## src/soc_config.svh

```systemverilog
`ifndef SOC_CONFIG_SVH
`define SOC_CONFIG_SVH

////////////////////////////////////////////////////////////////////////////
// memory and address map
////////////////////////////////////////////////////////////////////////////

// byte address width of each ram, 14 gives 4096 words
`define SOC_MEM_ADDR_W 14
// boot done marker, hit by the last boot instruction
`define SOC_BOOT_DONE_ADDR 32'hffff_fffc

////////////////////////////////////////////////////////////////////////////
// reset and uart
////////////////////////////////////////////////////////////////////////////

// cycles of internal reset after external release
`define SOC_POR_CYCLES 16
// soft reset pulse length for the processor
`define SOC_CORE_RST_CYCLES 4
`define UART_DIV_W 32
`define UART_DIV_RESET 8

`endif

```

## src/bus_pkg.sv

```systemverilog
package bus_pkg;

   ////////////////////////////////////////////////////////////////////////////
   // native bus vectors
   ////////////////////////////////////////////////////////////////////////////

   // byte address
   typedef logic [31:0] addr_t;
   typedef logic [31:0] data_t;
   // byte write enables, zero means read
   typedef logic [3:0] strb_t;
   // slave index, addr bits 31:30
   typedef logic [1:0] slave_sel_t;

   ////////////////////////////////////////////////////////////////////////////
   // request and response bundles
   ////////////////////////////////////////////////////////////////////////////

   // master to slave, held until ready
   typedef struct packed {
      logic  valid;
      addr_t addr;
      data_t wdata;
      strb_t wstrb;
   } bus_req_t;

   // slave to master, rdata only meaningful with ready
   typedef struct packed {
      logic  ready;
      data_t rdata;
   } bus_rsp_t;

endpackage

```

## src/reset_sequencer.sv

```systemverilog
`timescale 1ns/1ps

`include "soc_config.svh"

module reset_sequencer import bus_pkg::*; (
   input  logic     clk,
   input  logic     reset,
   input  bus_req_t req,
   input  logic     rsp_ready,
   output logic     resetn_int,
   output logic     core_resetn,
   output logic     mem_sel
);

   localparam int POR_W  = $clog2(`SOC_POR_CYCLES + 1);
   localparam int SOFT_W = $clog2(`SOC_CORE_RST_CYCLES + 1);

   logic [POR_W-1:0]  por_cnt;
   logic [SOFT_W-1:0] soft_cnt;
   logic              boot_done;

   // power on count, stops once internal reset is released
   always_ff @(posedge clk) begin
      if (!reset) begin
         por_cnt    <= '0;
         resetn_int <= 1'b0;
      end else if (!resetn_int) begin
         por_cnt <= por_cnt + 1'b1;
         // last count edge releases
         if (por_cnt == POR_W'(`SOC_POR_CYCLES - 1)) begin
            resetn_int <= 1'b1;
         end
      end
   end

   // accepted transfer to the marker address
   assign boot_done = req.valid && rsp_ready && (req.addr == `SOC_BOOT_DONE_ADDR);

   // soft reset timer and sticky remap flag
   always_ff @(posedge clk) begin
      if (!reset || !resetn_int) begin
         soft_cnt <= '0;
         mem_sel  <= 1'b0;
      end else if (boot_done) begin
         soft_cnt <= SOFT_W'(`SOC_CORE_RST_CYCLES);
         mem_sel  <= 1'b1;
      end else if (soft_cnt != '0) begin
         soft_cnt <= soft_cnt - 1'b1;
      end
   end

   // processor held while either reset source is active
   assign core_resetn = resetn_int && (soft_cnt == '0);

   // release lands exactly the power on count after the external release
   a_por_length: assert property (@(posedge clk) $rose(resetn_int) |->
      $past(reset, `SOC_POR_CYCLES) && !$past(reset, `SOC_POR_CYCLES + 1));

endmodule

```

## config.mk

```make
export PLATFORM = sky130hd
export DESIGN_NAME = reset_sequencer
export DESIGN_NICKNAME = d
export VERILOG_FILES = /design/src/bus_pkg.sv /design/src/reset_sequencer.sv
export VERILOG_INCLUDE_DIRS = /design/src
export SDC_FILE = /design/constraint.sdc
export NUM_CORES = 1
export LEC_CHECK = 0
export BUFFER_PORTS_ARGS = -buffer_cell sky130_fd_sc_hd__buf_2
export CORE_MARGIN = 4
export CORE_UTILIZATION = 32
export DETAILED_ROUTE_END_ITERATION = 10
export HOLD_SLACK_MARGIN = 0.15
export PLACE_DENSITY = 0.83
export SLEW_MARGIN = 20
export SYNTH_ARGS = -nofsm -noshare
export SYNTH_HDL_FRONTEND = slang
export SYNTH_SLANG_ARGS = --single-unit
```

## constraint.sdc

```tcl
create_clock -name clk -period 3.2 [get_ports clk]
set_clock_uncertainty 0.1 [all_clocks]
set_input_delay 0.64 -clock clk [delete_from_list [all_inputs] [get_ports clk]]
set_output_delay 0.64 -clock clk [all_outputs]
set_load 0.03 [all_outputs]
```

### Word level (Yosys, flattened, before mapping)

Cells that the tools add are included.

* bits in registers: 10
* latch bits: 0
* RAM bits: 0
* memory bits (read-only): 0
* input bits: 72
* output and inout bits: 3
* word-level logic and storage cells: 23
* memories: 0

* add/subtract/negate cells: 2
* multipliers: 0
* div/mod/pow operators: 0
* order comparisons: 0
* equal/unequal tests: 2
* shifts and indexed selects: 0
* mux-type cells: 4
* bitwise gates (word level): 0
* reduce and logical (&&, ||, !) cells: 10

Operators by type and width (number)
* 32-bit equality test, second input constant: 1
* 3-bit 2-to-1 mux: 2
* 5-bit by 1-bit adder with 5-bit output, second input constant: 1
* 5-bit by 4-bit equality test with 1-bit output, second input constant: 1
* 1-bit logical AND: 3
* 3-bit zero test: 1
* 3-bit nonzero test: 1
* 3-bit by 1-bit subtractor with 3-bit output, second input constant: 1
* 1-bit zero test: 2
* 1-bit 2-to-1 mux: 2
* 2-bit nonzero test: 1
* 2-bit OR reduction: 1
* 1-bit logical OR: 1

### Longest topological paths before layout

Gate-level depths: netlist (run 1).

* word-level depth: 3
* gate-level depth with buffers: 6
* gate-level depth less buffers: 6

### Worst setup path before layout (run 1)

Ideal clock, no wire load.

* path kind: register to output
* start: register soft_cnt[0]
* end: output core_resetn
* arrival: 1.061 ns
* data required time: 2.460 ns
* path slack: 1.399 ns
* cell stages (with the launch flop): 5
* buffers on the path: 0
* cells stage by stage: dfxtp_1 > inv_1 > ha_1 > ha_1 > and2_1

* cells in the longest elaborated chain, start to end: 2

Ends and longest elaborated chain
* start, declared: RTL line reset_sequencer.sv:19 `logic [SOFT_W-1:0] soft_cnt;`
* start signal, assigned: RTL line reset_sequencer.sv:45 `` soft_cnt <= SOFT_W'(`SOC_CORE_RST_CYCLES); ``
* start signal, assigned: RTL line reset_sequencer.sv:48 `soft_cnt <= soft_cnt - 1'b1;`
* 3-bit zero test: RTL line reset_sequencer.sv:53 `assign core_resetn = resetn_int && (soft_cnt == '0);`
* 1-bit logical AND: RTL line reset_sequencer.sv:53
* end, declared: RTL line reset_sequencer.sv:11 `output logic core_resetn,`

Every way passes these cells.

### Final worst setup path (run 1)

Ends and elaborated chain as after synthesis.

==> impl_results.md, run 1 <==
- Flops & latches, synth: 10
- Finish-stage setup viols: 0
- Slew @ Worst Pin: around 0.32 ns
- Outcome: complete, no violations
- Synthesized area: 547 um2
- Worst Path Buf+Inv: 2
- Max VDD drop: 0.300 mV
- Sink Count: 10
- Hold Vio Cnt, Final: 0
- DRT iter0 DRCs: 4
- Vias post-DR: 573
- Critical path, cell by cell: inv_1 > ha_1 > ha_1 > and2_1 > buf_2
- CTS tree: yes
- ANT cells: 0
- HPWL after detailed placement: between 1000 and 1500 um
- CTS Hold Bufs: 0
- Die H: 49.3 um
- Minimum clock period: 2.21 ns
- Max frequency: 453 MHz
- Leakage: 0.376 nW
- Met2 GRT Util: 0.165
- Clk root buf: clkbuf_4
- CP max FO: 5
- Sequential share of the synthesized area: 0.366
- Pre-Repair DR Iteration Count: 2
- Initial antenna violation count: 0
- RSZ-0062 raised after global routing: false
- Cell Int Power: between 0.2 and 0.25 mW
- CP Launch Type: flip-flop
- Footprint of the multi-input gates: 319 um2
- Most common cell after layout, fill and taps aside: buf_2
- Max cap viols: 0
- Drt total wl: around 1200 um
- Top_reg_cell synth: dfxtp_1
- Num rows: 14
- First-pass GRT wire length: 1990 um
- Post-Syn Instances: 60
- Crit-path leading delay family: adder cells
- Clock latency on the worst-skew pair: 0.26 ns
- Post-synth EDFFs: 0
- Layout cells sized above 1: 0.436
- Fill cells: 149
- Largest stage delay, worst path: 0.34 ns
- Mean post-synth cell area: around 9.1 um2
- CP Capture Type: output port
- Fin. max-slew vios: 0
- Max H-tree Level: 1
- Initial Util: 0.351
- Period utilisation layout: 0.689
- Switch share: 0.201
- Post-synth cell types: 22
- CP Class: flip-flop to output port
- Sum Neg Setup Slack: 0 ns
- Post-synth ARST share: 0
- Die footprint: 2430 um2
- Clock share of power: 0.408
- Grt met1 use: 0.0981
- Final Util: 0.506
- Vias in the first global route: 507
- TritonCTS buffer count: 3
- Slew headroom: 0.784
- CTS resizes: 0
- # nets final: 179
- Post-CTS Setup Inserts: 0
- Die width: a little under 50 um
- Logic pwr share: 0.114
- Sequential cell area: 200 um2
- Clock transition at path regs: 0.06 ns
- Post-Syn Nets: 137
- Most frequent cells in the layout: buf_2 (38), dfxtp_1 (10), inv_1 (6), nand4_1 (6)
- Antenna-violating nets left: 0
- Maximum root-to-sink buffer count: 2
- Worst min-delay path category: flip-flop to flip-flop
- Slowest cell on crit path: dfxtp_1
- Busiest grt layer: met2
- NetSw: 0.0546 mW
- CORE AREA: 1560 um2
- Global route overflow: 0
- Worst Path Required: 2.46 ns
- DR vias/cell: 4.90
- Port bufs: 38
- Power Dens Cells: 345 nW/um2
- Flop pwr share: 0.478
- WL/cell: 10.6 um
- Critical path's most frequent cell: ha_1
- CP arrival: 1.47 ns
- Largest net degree at the start of global routing: 11
- IO Count: 75
- Area growth from synthesis to layout: 44.2%
- GRT Overall Usage: 0.103
- DR DRC count: 0
- Grt met3 use: 0.0887
- Final Wtd Congestion: 0.708
- Yosys warns: 0
[registers in the layout (all words and copies together), names as in the netlist]
signal,flops
mem_sel,1
por_cnt,5
resetn_int,1
soft_cnt,3
[stage by stage]
stage                     power (mW)  setup WS [ns]  cell area, um2  hold slack [ns]  std cells
after detailed placement       0.164           1.27             752            0.333        113
after CTS                      0.277          0.973             788            0.344        117
after floorplan                0.141           1.40             547            0.413         60
after global routing           0.287          0.916             788            0.392        117
final                          0.272          0.994             788            0.341        117
after global placement         0.163           1.29             752            0.336        113
[synth_stat cells, types with 2 or more instances]
master / instances / area share
dfxtp_1: 10 / 0.37
inv_1: 6 / 0.041
nand4_1: 6 / 0.069
and2_1: 5 / 0.057
ha_1: 5 / 0.11
a21oi_1: 3 / 0.027
nand2_1: 3 / 0.021
nand4b_1: 3 / 0.048
xnor2_1: 3 / 0.048
mux2i_1: 2 / 0.037
nor2_1: 2 / 0.014
nor3b_2: 2 / 0.046
[routing by layer]
layer  vias up  part of all wire
met5         -                 0
met4         0                 0
met3         0              0.20
met2        40              0.42
met1       243              0.38
li1        290                 -
[cells by family after synthesis]
family          after synthesis  share of synthesized area
compound gates                5                     0.0503
xor+xnor                      4                     0.0641
fa+ha+maj                     5                      0.114
buf+inv                       7                     0.0503
flops                        10                      0.366
mux                           2                     0.0366
simple gates                 27                      0.318
[final timing paths]
path | slack [ns] | to | depth (start not counted) | from
max | 0.99 | core_resetn | 5 | soft_cnt[0]
min | 0.34 | mem_sel | 2 | mem_sel
max reg2reg | 1.79 | por_cnt[4] | 5 | por_cnt[0]
min reg2reg | 0.34 | mem_sel | 2 | mem_sel
[worst register-to-register path, cell delays in order (launching register included)]
cell and delay (ns):
dfxtp_1 0.33, ha_1 0.21, and3_1 0.19, ha_1 0.26
o21ai_0 0.06, and2_1 0.16
[area by class of cell]
type / count / area share
inverters: 6 / 0.0286
multi-input cells: 43 / 0.405
well taps: 16 / 0.0254
repair buffers: 38 / 0.241
clock buffers: 4 / 0.0460
flip-flops and latches: 10 / 0.254
[power by group through the flow]
stage	sequential (mW)	combinational, mW	clock, mW
6_report	0.130	0.0310	0.111
5_1_grt	0.130	0.0352	0.122
4_1_cts	0.130	0.0313	0.116
3_5_place_dp	0.133	0.0311	0
3_3_place_gp	0.133	0.0304	0
2_1_floorplan	0.133	0.00874	0
Power figures use the tool's default switching activity.
==> inputs of run 2 (changes only) <==
CORE_UTILIZATION = 30   (was 32)
PLACE_DENSITY = 0.79   (was 0.83)
clock period = 2.3 ns   (was 3.2 ns; I/O delays follow)
==> run 2 against run 1 <==
Effect of this change: critical path depth did not move; sequential power rose by 39%; global-route usage barely moved; non-clock buffer count did not move; die area rose by 5.6%; combinational power rose by 40%; wire length rose by 10%; critical endpoint unchanged; first-iteration DRC count rose by 25%; power rose by 41%; utilization fell by 4.3 points; sequential share of layout area fell by 0.36 points.
==> impl_results.md, run 2 (synthesis results as in run 1) <==
- Num rows: 15 (+1)
- Hold Vio Cnt, Final: 0 (unchanged)
- Drt total wl: 1370 um (+10%)
- CTS resizes: 0 (unchanged)
- RSZ-0062 raised after global routing: false
- Max H-tree Level: 1 (unchanged)
- Final Non-Filler Cells: 126 (+7.7%)
- Layout cells sized above 1: 0.436 (unchanged)
- Minimum clock period: a little over 2 ns
- Antenna-violating nets left: 0 (unchanged)
- Worst min-delay path category: flip-flop to flip-flop
- CTS Hold Bufs: 0 (unchanged)
- Max cap viols: 0 (unchanged)
- Largest net degree at the start of global routing: 11 (unchanged)
- Port bufs: 38 (unchanged)
- Hold path start: mem_sel
- CORE AREA: 1730 um2 (+11%)
- Finish-stage setup viols: 0 (unchanged)
- Vias post-DR: 570 (-0.52%)
- Slowest cell on crit path: dfxtp_1
- CTS tree: yes
- Max VDD drop: 0.332 mV (+11%)
- Slew @ Worst Pin: 0.327 ns (+0.00434 ns)
- Slew headroom: 0.781 (-0.00289)
- Final setup margin: 0.254 ns (-0.741 ns)
- Pre-Repair DR Iteration Count: 3 (+1)
- ANT cells: 0 (unchanged)
- Maximum root-to-sink buffer count: 2 (unchanged)
- R2R depth: 5 (unchanged)
- TritonCTS buffer count: 3 (unchanged)
- DRT iter0 DRCs: 5 (+1)
- Most common cell after layout, fill and taps aside: buf_2
- Initial antenna violation count: 0 (unchanged)
- Outcome: complete, no violations
- Clk root buf: clkbuf_4
- Clock latency on the worst-skew pair: 0.27 ns (about the same)
- CP Capture Type: output port
- Crit-path leading delay family: adder cells
- Post-Place Setup Slack: 0.533 ns (-0.734 ns)
- Fill cells: 184 (+23%)
- CP Class: flip-flop to output port
- First-pass GRT wire length: 2010 um (+1.0%)
- Regs by FF count: por_cnt x5, soft_cnt x3
- CP max FO: 5 (unchanged)
- R2r endpoint: por_cnt[4]
- Hold Path End: mem_sel
- Clock transition at path regs: 0.07 ns (about the same)
- Sum Neg Setup Slack: 0 ns (unchanged)
- Worst Path Required: 1.74 ns (-0.72 ns)
- DR DRC count: 0 (unchanged)
- CP arrival: 1.49 ns (+0.02 ns)
- Most frequent cells in the layout: buf_2 (38), dfxtp_1 (10), inv_1 (6), nand4_1 (6)
- Power Dens Cells: 480 nW/um2 (+39%)
- Initial Util: 0.317 (-0.0341)
- HPWL after detailed placement: 1140 um (+8.9%)
- Largest stage delay, worst path: 0.35 ns (about the same)
- Leakage: 0.376 nW (unchanged)
- DR vias/cell: 4.52 (-7.6%)
- IO Count: 75 (unchanged)
- Period utilisation layout: 0.890
- Tot Pwr: 0.384 mW (+41%)
- Critical path's most frequent cell: ha_1
- Post-CTS Setup Inserts: 0 (unchanged)
- Die width: 50.7 um (+2.7%)
- Final Wtd Congestion: 0.695 (-1.9%)
- Die H: 50.7 um (+2.7%)
- # nets final: 179 (unchanged)
- Max frequency: 489 MHz
- Global route overflow: 0 (unchanged)
- Worst r2r src: por_cnt[0]
- WL/cell: 10.9 um (+2.6%)
- Max reg flops: 5 (unchanged)
- Worst hold slack: 0.349 ns (+0.00771 ns)
- Biggest register: por_cnt
- Critical path, cell by cell: inv_1 > ha_1 > ha_1 > and2_1 > buf_2
- Vias in the first global route: 535 (+5.5%)
- Sink Count: 10 (unchanged)
- CP Launch Type: flip-flop
- Area growth from synthesis to layout: 46.2%
- Fin. max-slew vios: 0 (unchanged)
- Worst Path Buf+Inv: 2 (unchanged)
- Die footprint: 2570 um2 (+5.6%)
- Dpl cells: 122 (+8.0%)
- GRT Overall Usage: 0.104 (+0.000387)
- R2R Setup Slk: 0.90 ns (-0.89 ns)
- Worst hold path cell count: 2 (unchanged)
[run 2: cell counts in the layout (fill, tap and decap cells not counted)]
No cell type changed its count.
[run 2: layout make-up]
type	count	area, um2	share of cell area
clock buffer	4	36.3	0.0454
inverter	6	22.5	0.0282
multi-input combinational	43	319	0.399
sequential	10	200	0.250
tap	25	31.3	0.0391
timing repair buffer	38	190	0.238
[run 2: worst max path at each step]
| stage | cells after the start | slack (ns) | end | from |
|---|---|---|---|---|
| after floorplan | 4 | 0.68 | core_resetn | soft_cnt[0] |
| after global placement | 5 | 0.58 | core_resetn | soft_cnt[0] |
| after detailed placement | 5 | 0.53 | core_resetn | soft_cnt[0] |
| after CTS | 5 | 0.23 | core_resetn | soft_cnt[0] |
| after global routing | 5 | 0.17 | core_resetn | soft_cnt[0] |
| final | 5 | 0.25 | core_resetn | soft_cnt[0] |
[run 2: worst reg2reg max path, stage by stage (launching register included)]
cell and delay, ns:
dfxtp_1 0.34, ha_1 0.22, and3_1 0.18, ha_1 0.26, o21ai_0 0.06, and2_1 0.16
[run 2: per-layer routing]
layer / routed length [um] / track usage
met1: 542 / 0.0968
met2: 675 / 0.187
met3: 136 / 0.0564
met4: 15 / 0.0404
met5: 0 / 0
[run 2: report_power, final]
group	switching (mW)	total, mW	internal (mW)
combinational	0.0144	0.0434	0.0290
clock	0.0631	0.159	0.0962
sequential	0.00360	0.181	0.178
[run 2: metrics by stage]
step,area (um2),utilization
after floorplan,547,-
after global placement,763,0.442
after detailed placement,763,0.442
after CTS,800,0.463
after global routing,800,0.463
final,800,0.463
==> inputs of run 3 (changes only) <==
RECOVER_POWER = 50   (was default)
==> run 3 against run 2 <==
Effect of this change: setup slack about the same; sequential share of layout area unchanged; fmax hardly changed; clock-buffer cell count did not move; sequential power about the same; via count is 0.18% lower; wire length did not move; sequential cell count is the same.
==> impl_results.md, run 3 (synthesis results as in run 1) <==
- CP arrival: 1.49 ns (about the same)
- Final setup margin: 0.253 ns (-0.0000450 ns)
- Sequential cell area: 200 um2 (unchanged)
- CTS Hold Bufs: 0 (unchanged)
- Logic pwr share: 0.113 (about the same)
- Worst r2r src: por_cnt[0]
- # nets final: 179 (unchanged)
- Footprint of the multi-input gates: 319 um2 (unchanged)
- Maximum root-to-sink buffer count: 2 (unchanged)
- Port bufs: 38 (unchanged)
- TritonCTS buffer count: 3 (unchanged)
- Clock latency on the worst-skew pair: 0.27 ns (about the same)
- CORE AREA: 1730 um2 (unchanged)
- DR vias/cell: 4.52 (-0.18%)
- Post-Place Setup Slack: 0.533 ns (unchanged)
- Antenna-violating nets left: 0 (unchanged)
- Slew @ Worst Pin: 0.327 ns (-0.000000119 ns)
- Minimum clock period: 2.05 ns (+0.0000450 ns)
- Pre-Repair DR Iteration Count: 3 (unchanged)
- DR DRC count: 0 (unchanged)
- Outcome: complete, no violations
- Vias post-DR: 569 (-0.18%)
- Largest net degree at the start of global routing: 11 (unchanged)
- Max cap viols: 0 (unchanged)
- Finish-stage setup viols: 0 (unchanged)
- Clock transition at path regs: 0.07 ns (about the same)
- Max H-tree Level: 1 (unchanged)
- Flop pwr share: 0.472 (about the same)
- CP Launch Type: flip-flop
- Most frequent cells in the layout: buf_2 (38), dfxtp_1 (10), inv_1 (6), nand4_1 (6), ha_1 (5)
- WP depth: 5 (unchanged)
- Global route overflow: 0 (unchanged)
- R2r endpoint: por_cnt[4]
- Cell Int Power: 0.303 mW (about the same)
- Clk root buf: clkbuf_4
- Worst Path Buf+Inv: 2 (unchanged)
- Max VDD drop: 0.332 mV (about the same)
- Leakage: 0.374 nW (-0.43%)
- R2R Setup Slk: 0.90 ns (about the same)
- IO Count: 75 (unchanged)
- Sum Neg Setup Slack: 0 ns (unchanged)
- Critical path, cell by cell: inv_1 > ha_1 > ha_1 > and2_1 > buf_2
- WL/cell: 10.9 um (unchanged)
- ANT cells: 0 (unchanged)
- Period utilisation layout: 0.890 (about the same)
- Fin. max-slew vios: 0 (unchanged)
- Die footprint: 2570 um2 (unchanged)
- Num rows: 15 (unchanged)
- Die width: 50.7 um (unchanged)
- First-pass GRT wire length: 2010 um (unchanged)
- Vias in the first global route: 535 (unchanged)
- Switch share: 0.211 (about the same)
- Sink Count: 10 (unchanged)
- Hold Vio Cnt, Final: 0 (unchanged)
- Layout cells sized above 1: 0.436 (unchanged)
- Hold Path End: mem_sel
- Fill cells: 184 (unchanged)
- Max frequency: 489 MHz (about the same)
- Post-CTS Setup Inserts: 0 (unchanged)
- Initial antenna violation count: 0 (unchanged)
- Die H: 50.7 um (unchanged)
- Clock share of power: 0.415 (about the same)
- CTS tree: yes
- Final Wtd Congestion: 0.695 (unchanged)
- GRT Overall Usage: 0.104 (unchanged)
- NetSw: 0.0811 mW (about the same)
- Slowest cell on crit path: dfxtp_1
- Power Dens Cells: 480 nW/um2 (about the same)
- Max reg flops: 5 (unchanged)
- Regs by FF count: por_cnt x5, soft_cnt x3
- CTS resizes: 0 (unchanged)
- Biggest register: por_cnt
- CP Capture Type: output port
- Largest stage delay, worst path: 0.35 ns (about the same)
- R2R depth: 5 (unchanged)
- Drt total wl: 1370 um (unchanged)
- Slew headroom: 0.781 (unchanged)
- CP Class: flip-flop to output port
- Worst hold path cell count: 2 (unchanged)
- RSZ-0062 raised after global routing: false
- Most common cell after layout, fill and taps aside: buf_2
- Crit-path leading delay family: adder cells
- CP max FO: 5 (unchanged)
- Initial Util: 0.317 (unchanged)
- Area growth from synthesis to layout: 46.2% (unchanged)
- Hold path start: mem_sel
- DRT iter0 DRCs: 5 (unchanged)
- Worst Path Required: 1.74 ns (about the same)
- Critical path's most frequent cell: ha_1
- HPWL after detailed placement: 1140 um (unchanged)
- Worst min-delay path category: flip-flop to flip-flop
## run 3: cell types whose count changed in the layout (fill, tap and decap cells not counted)
cell    delta
and2_0     +2
and2_1     -2
## run 3: through the flow
| stage | hold WS [ns] | power [mW] | utilization | cells | cell area (um2) |
|---|---|---|---|---|---|
| after detailed placement | 0.340 | 0.229 | 0.442 | 122 | 763 |
| after global placement | 0.332 | 0.227 | 0.442 | 122 | 763 |
| after global routing | 0.374 | 0.404 | 0.463 | 126 | 800 |
| after floorplan | 0.413 | 0.197 | - | 60 | 547 |
| after CTS | 0.351 | 0.392 | 0.463 | 126 | 800 |
| final | 0.349 | 0.384 | 0.463 | 126 | 800 |
## run 3: worst reg2reg max path: stages (launching register included)
cell and delay, ns:
dfxtp_1 0.34, ha_1 0.22, and3_1 0.18, ha_1 0.26, o21ai_0 0.06, and2_1 0.16
## run 3: layout make-up
class	instances	area share
sequential	10	0.250
inverter	6	0.0282
tap	25	0.0391
clock buffer	4	0.0454
timing repair buffer	38	0.238
multi-input combinational	43	0.399
## run 3: power groups by stage
| stage | Sequential (mW) | Clock [mW] | Combinational, mW |
|---|---|---|---|
| after global placement | 0.185 | 0 | 0.0418 |
| final | 0.181 | 0.159 | 0.0432 |
| after detailed placement | 0.185 | 0 | 0.0436 |
| after global routing | 0.181 | 0.175 | 0.0482 |
| after CTS | 0.181 | 0.168 | 0.0438 |
| after floorplan | 0.184 | 0 | 0.0122 |
## run 3: how the worst max path moves through the flow
stage / start / endpoint
after global routing: soft_cnt[0] / core_resetn
after CTS: soft_cnt[0] / core_resetn
after floorplan: soft_cnt[0] / core_resetn
final: soft_cnt[0] / core_resetn
after detailed placement: soft_cnt[0] / core_resetn
after global placement: soft_cnt[0] / core_resetn
## run 3: layer usage
layer,up-vias,global-route usage,wire length (um)
met2,29,0.187,675
met3,2,0.0564,136
met4,0,0.0404,15
met1,247,0.0968,541
met5,-,0,0
li1,291,-,-
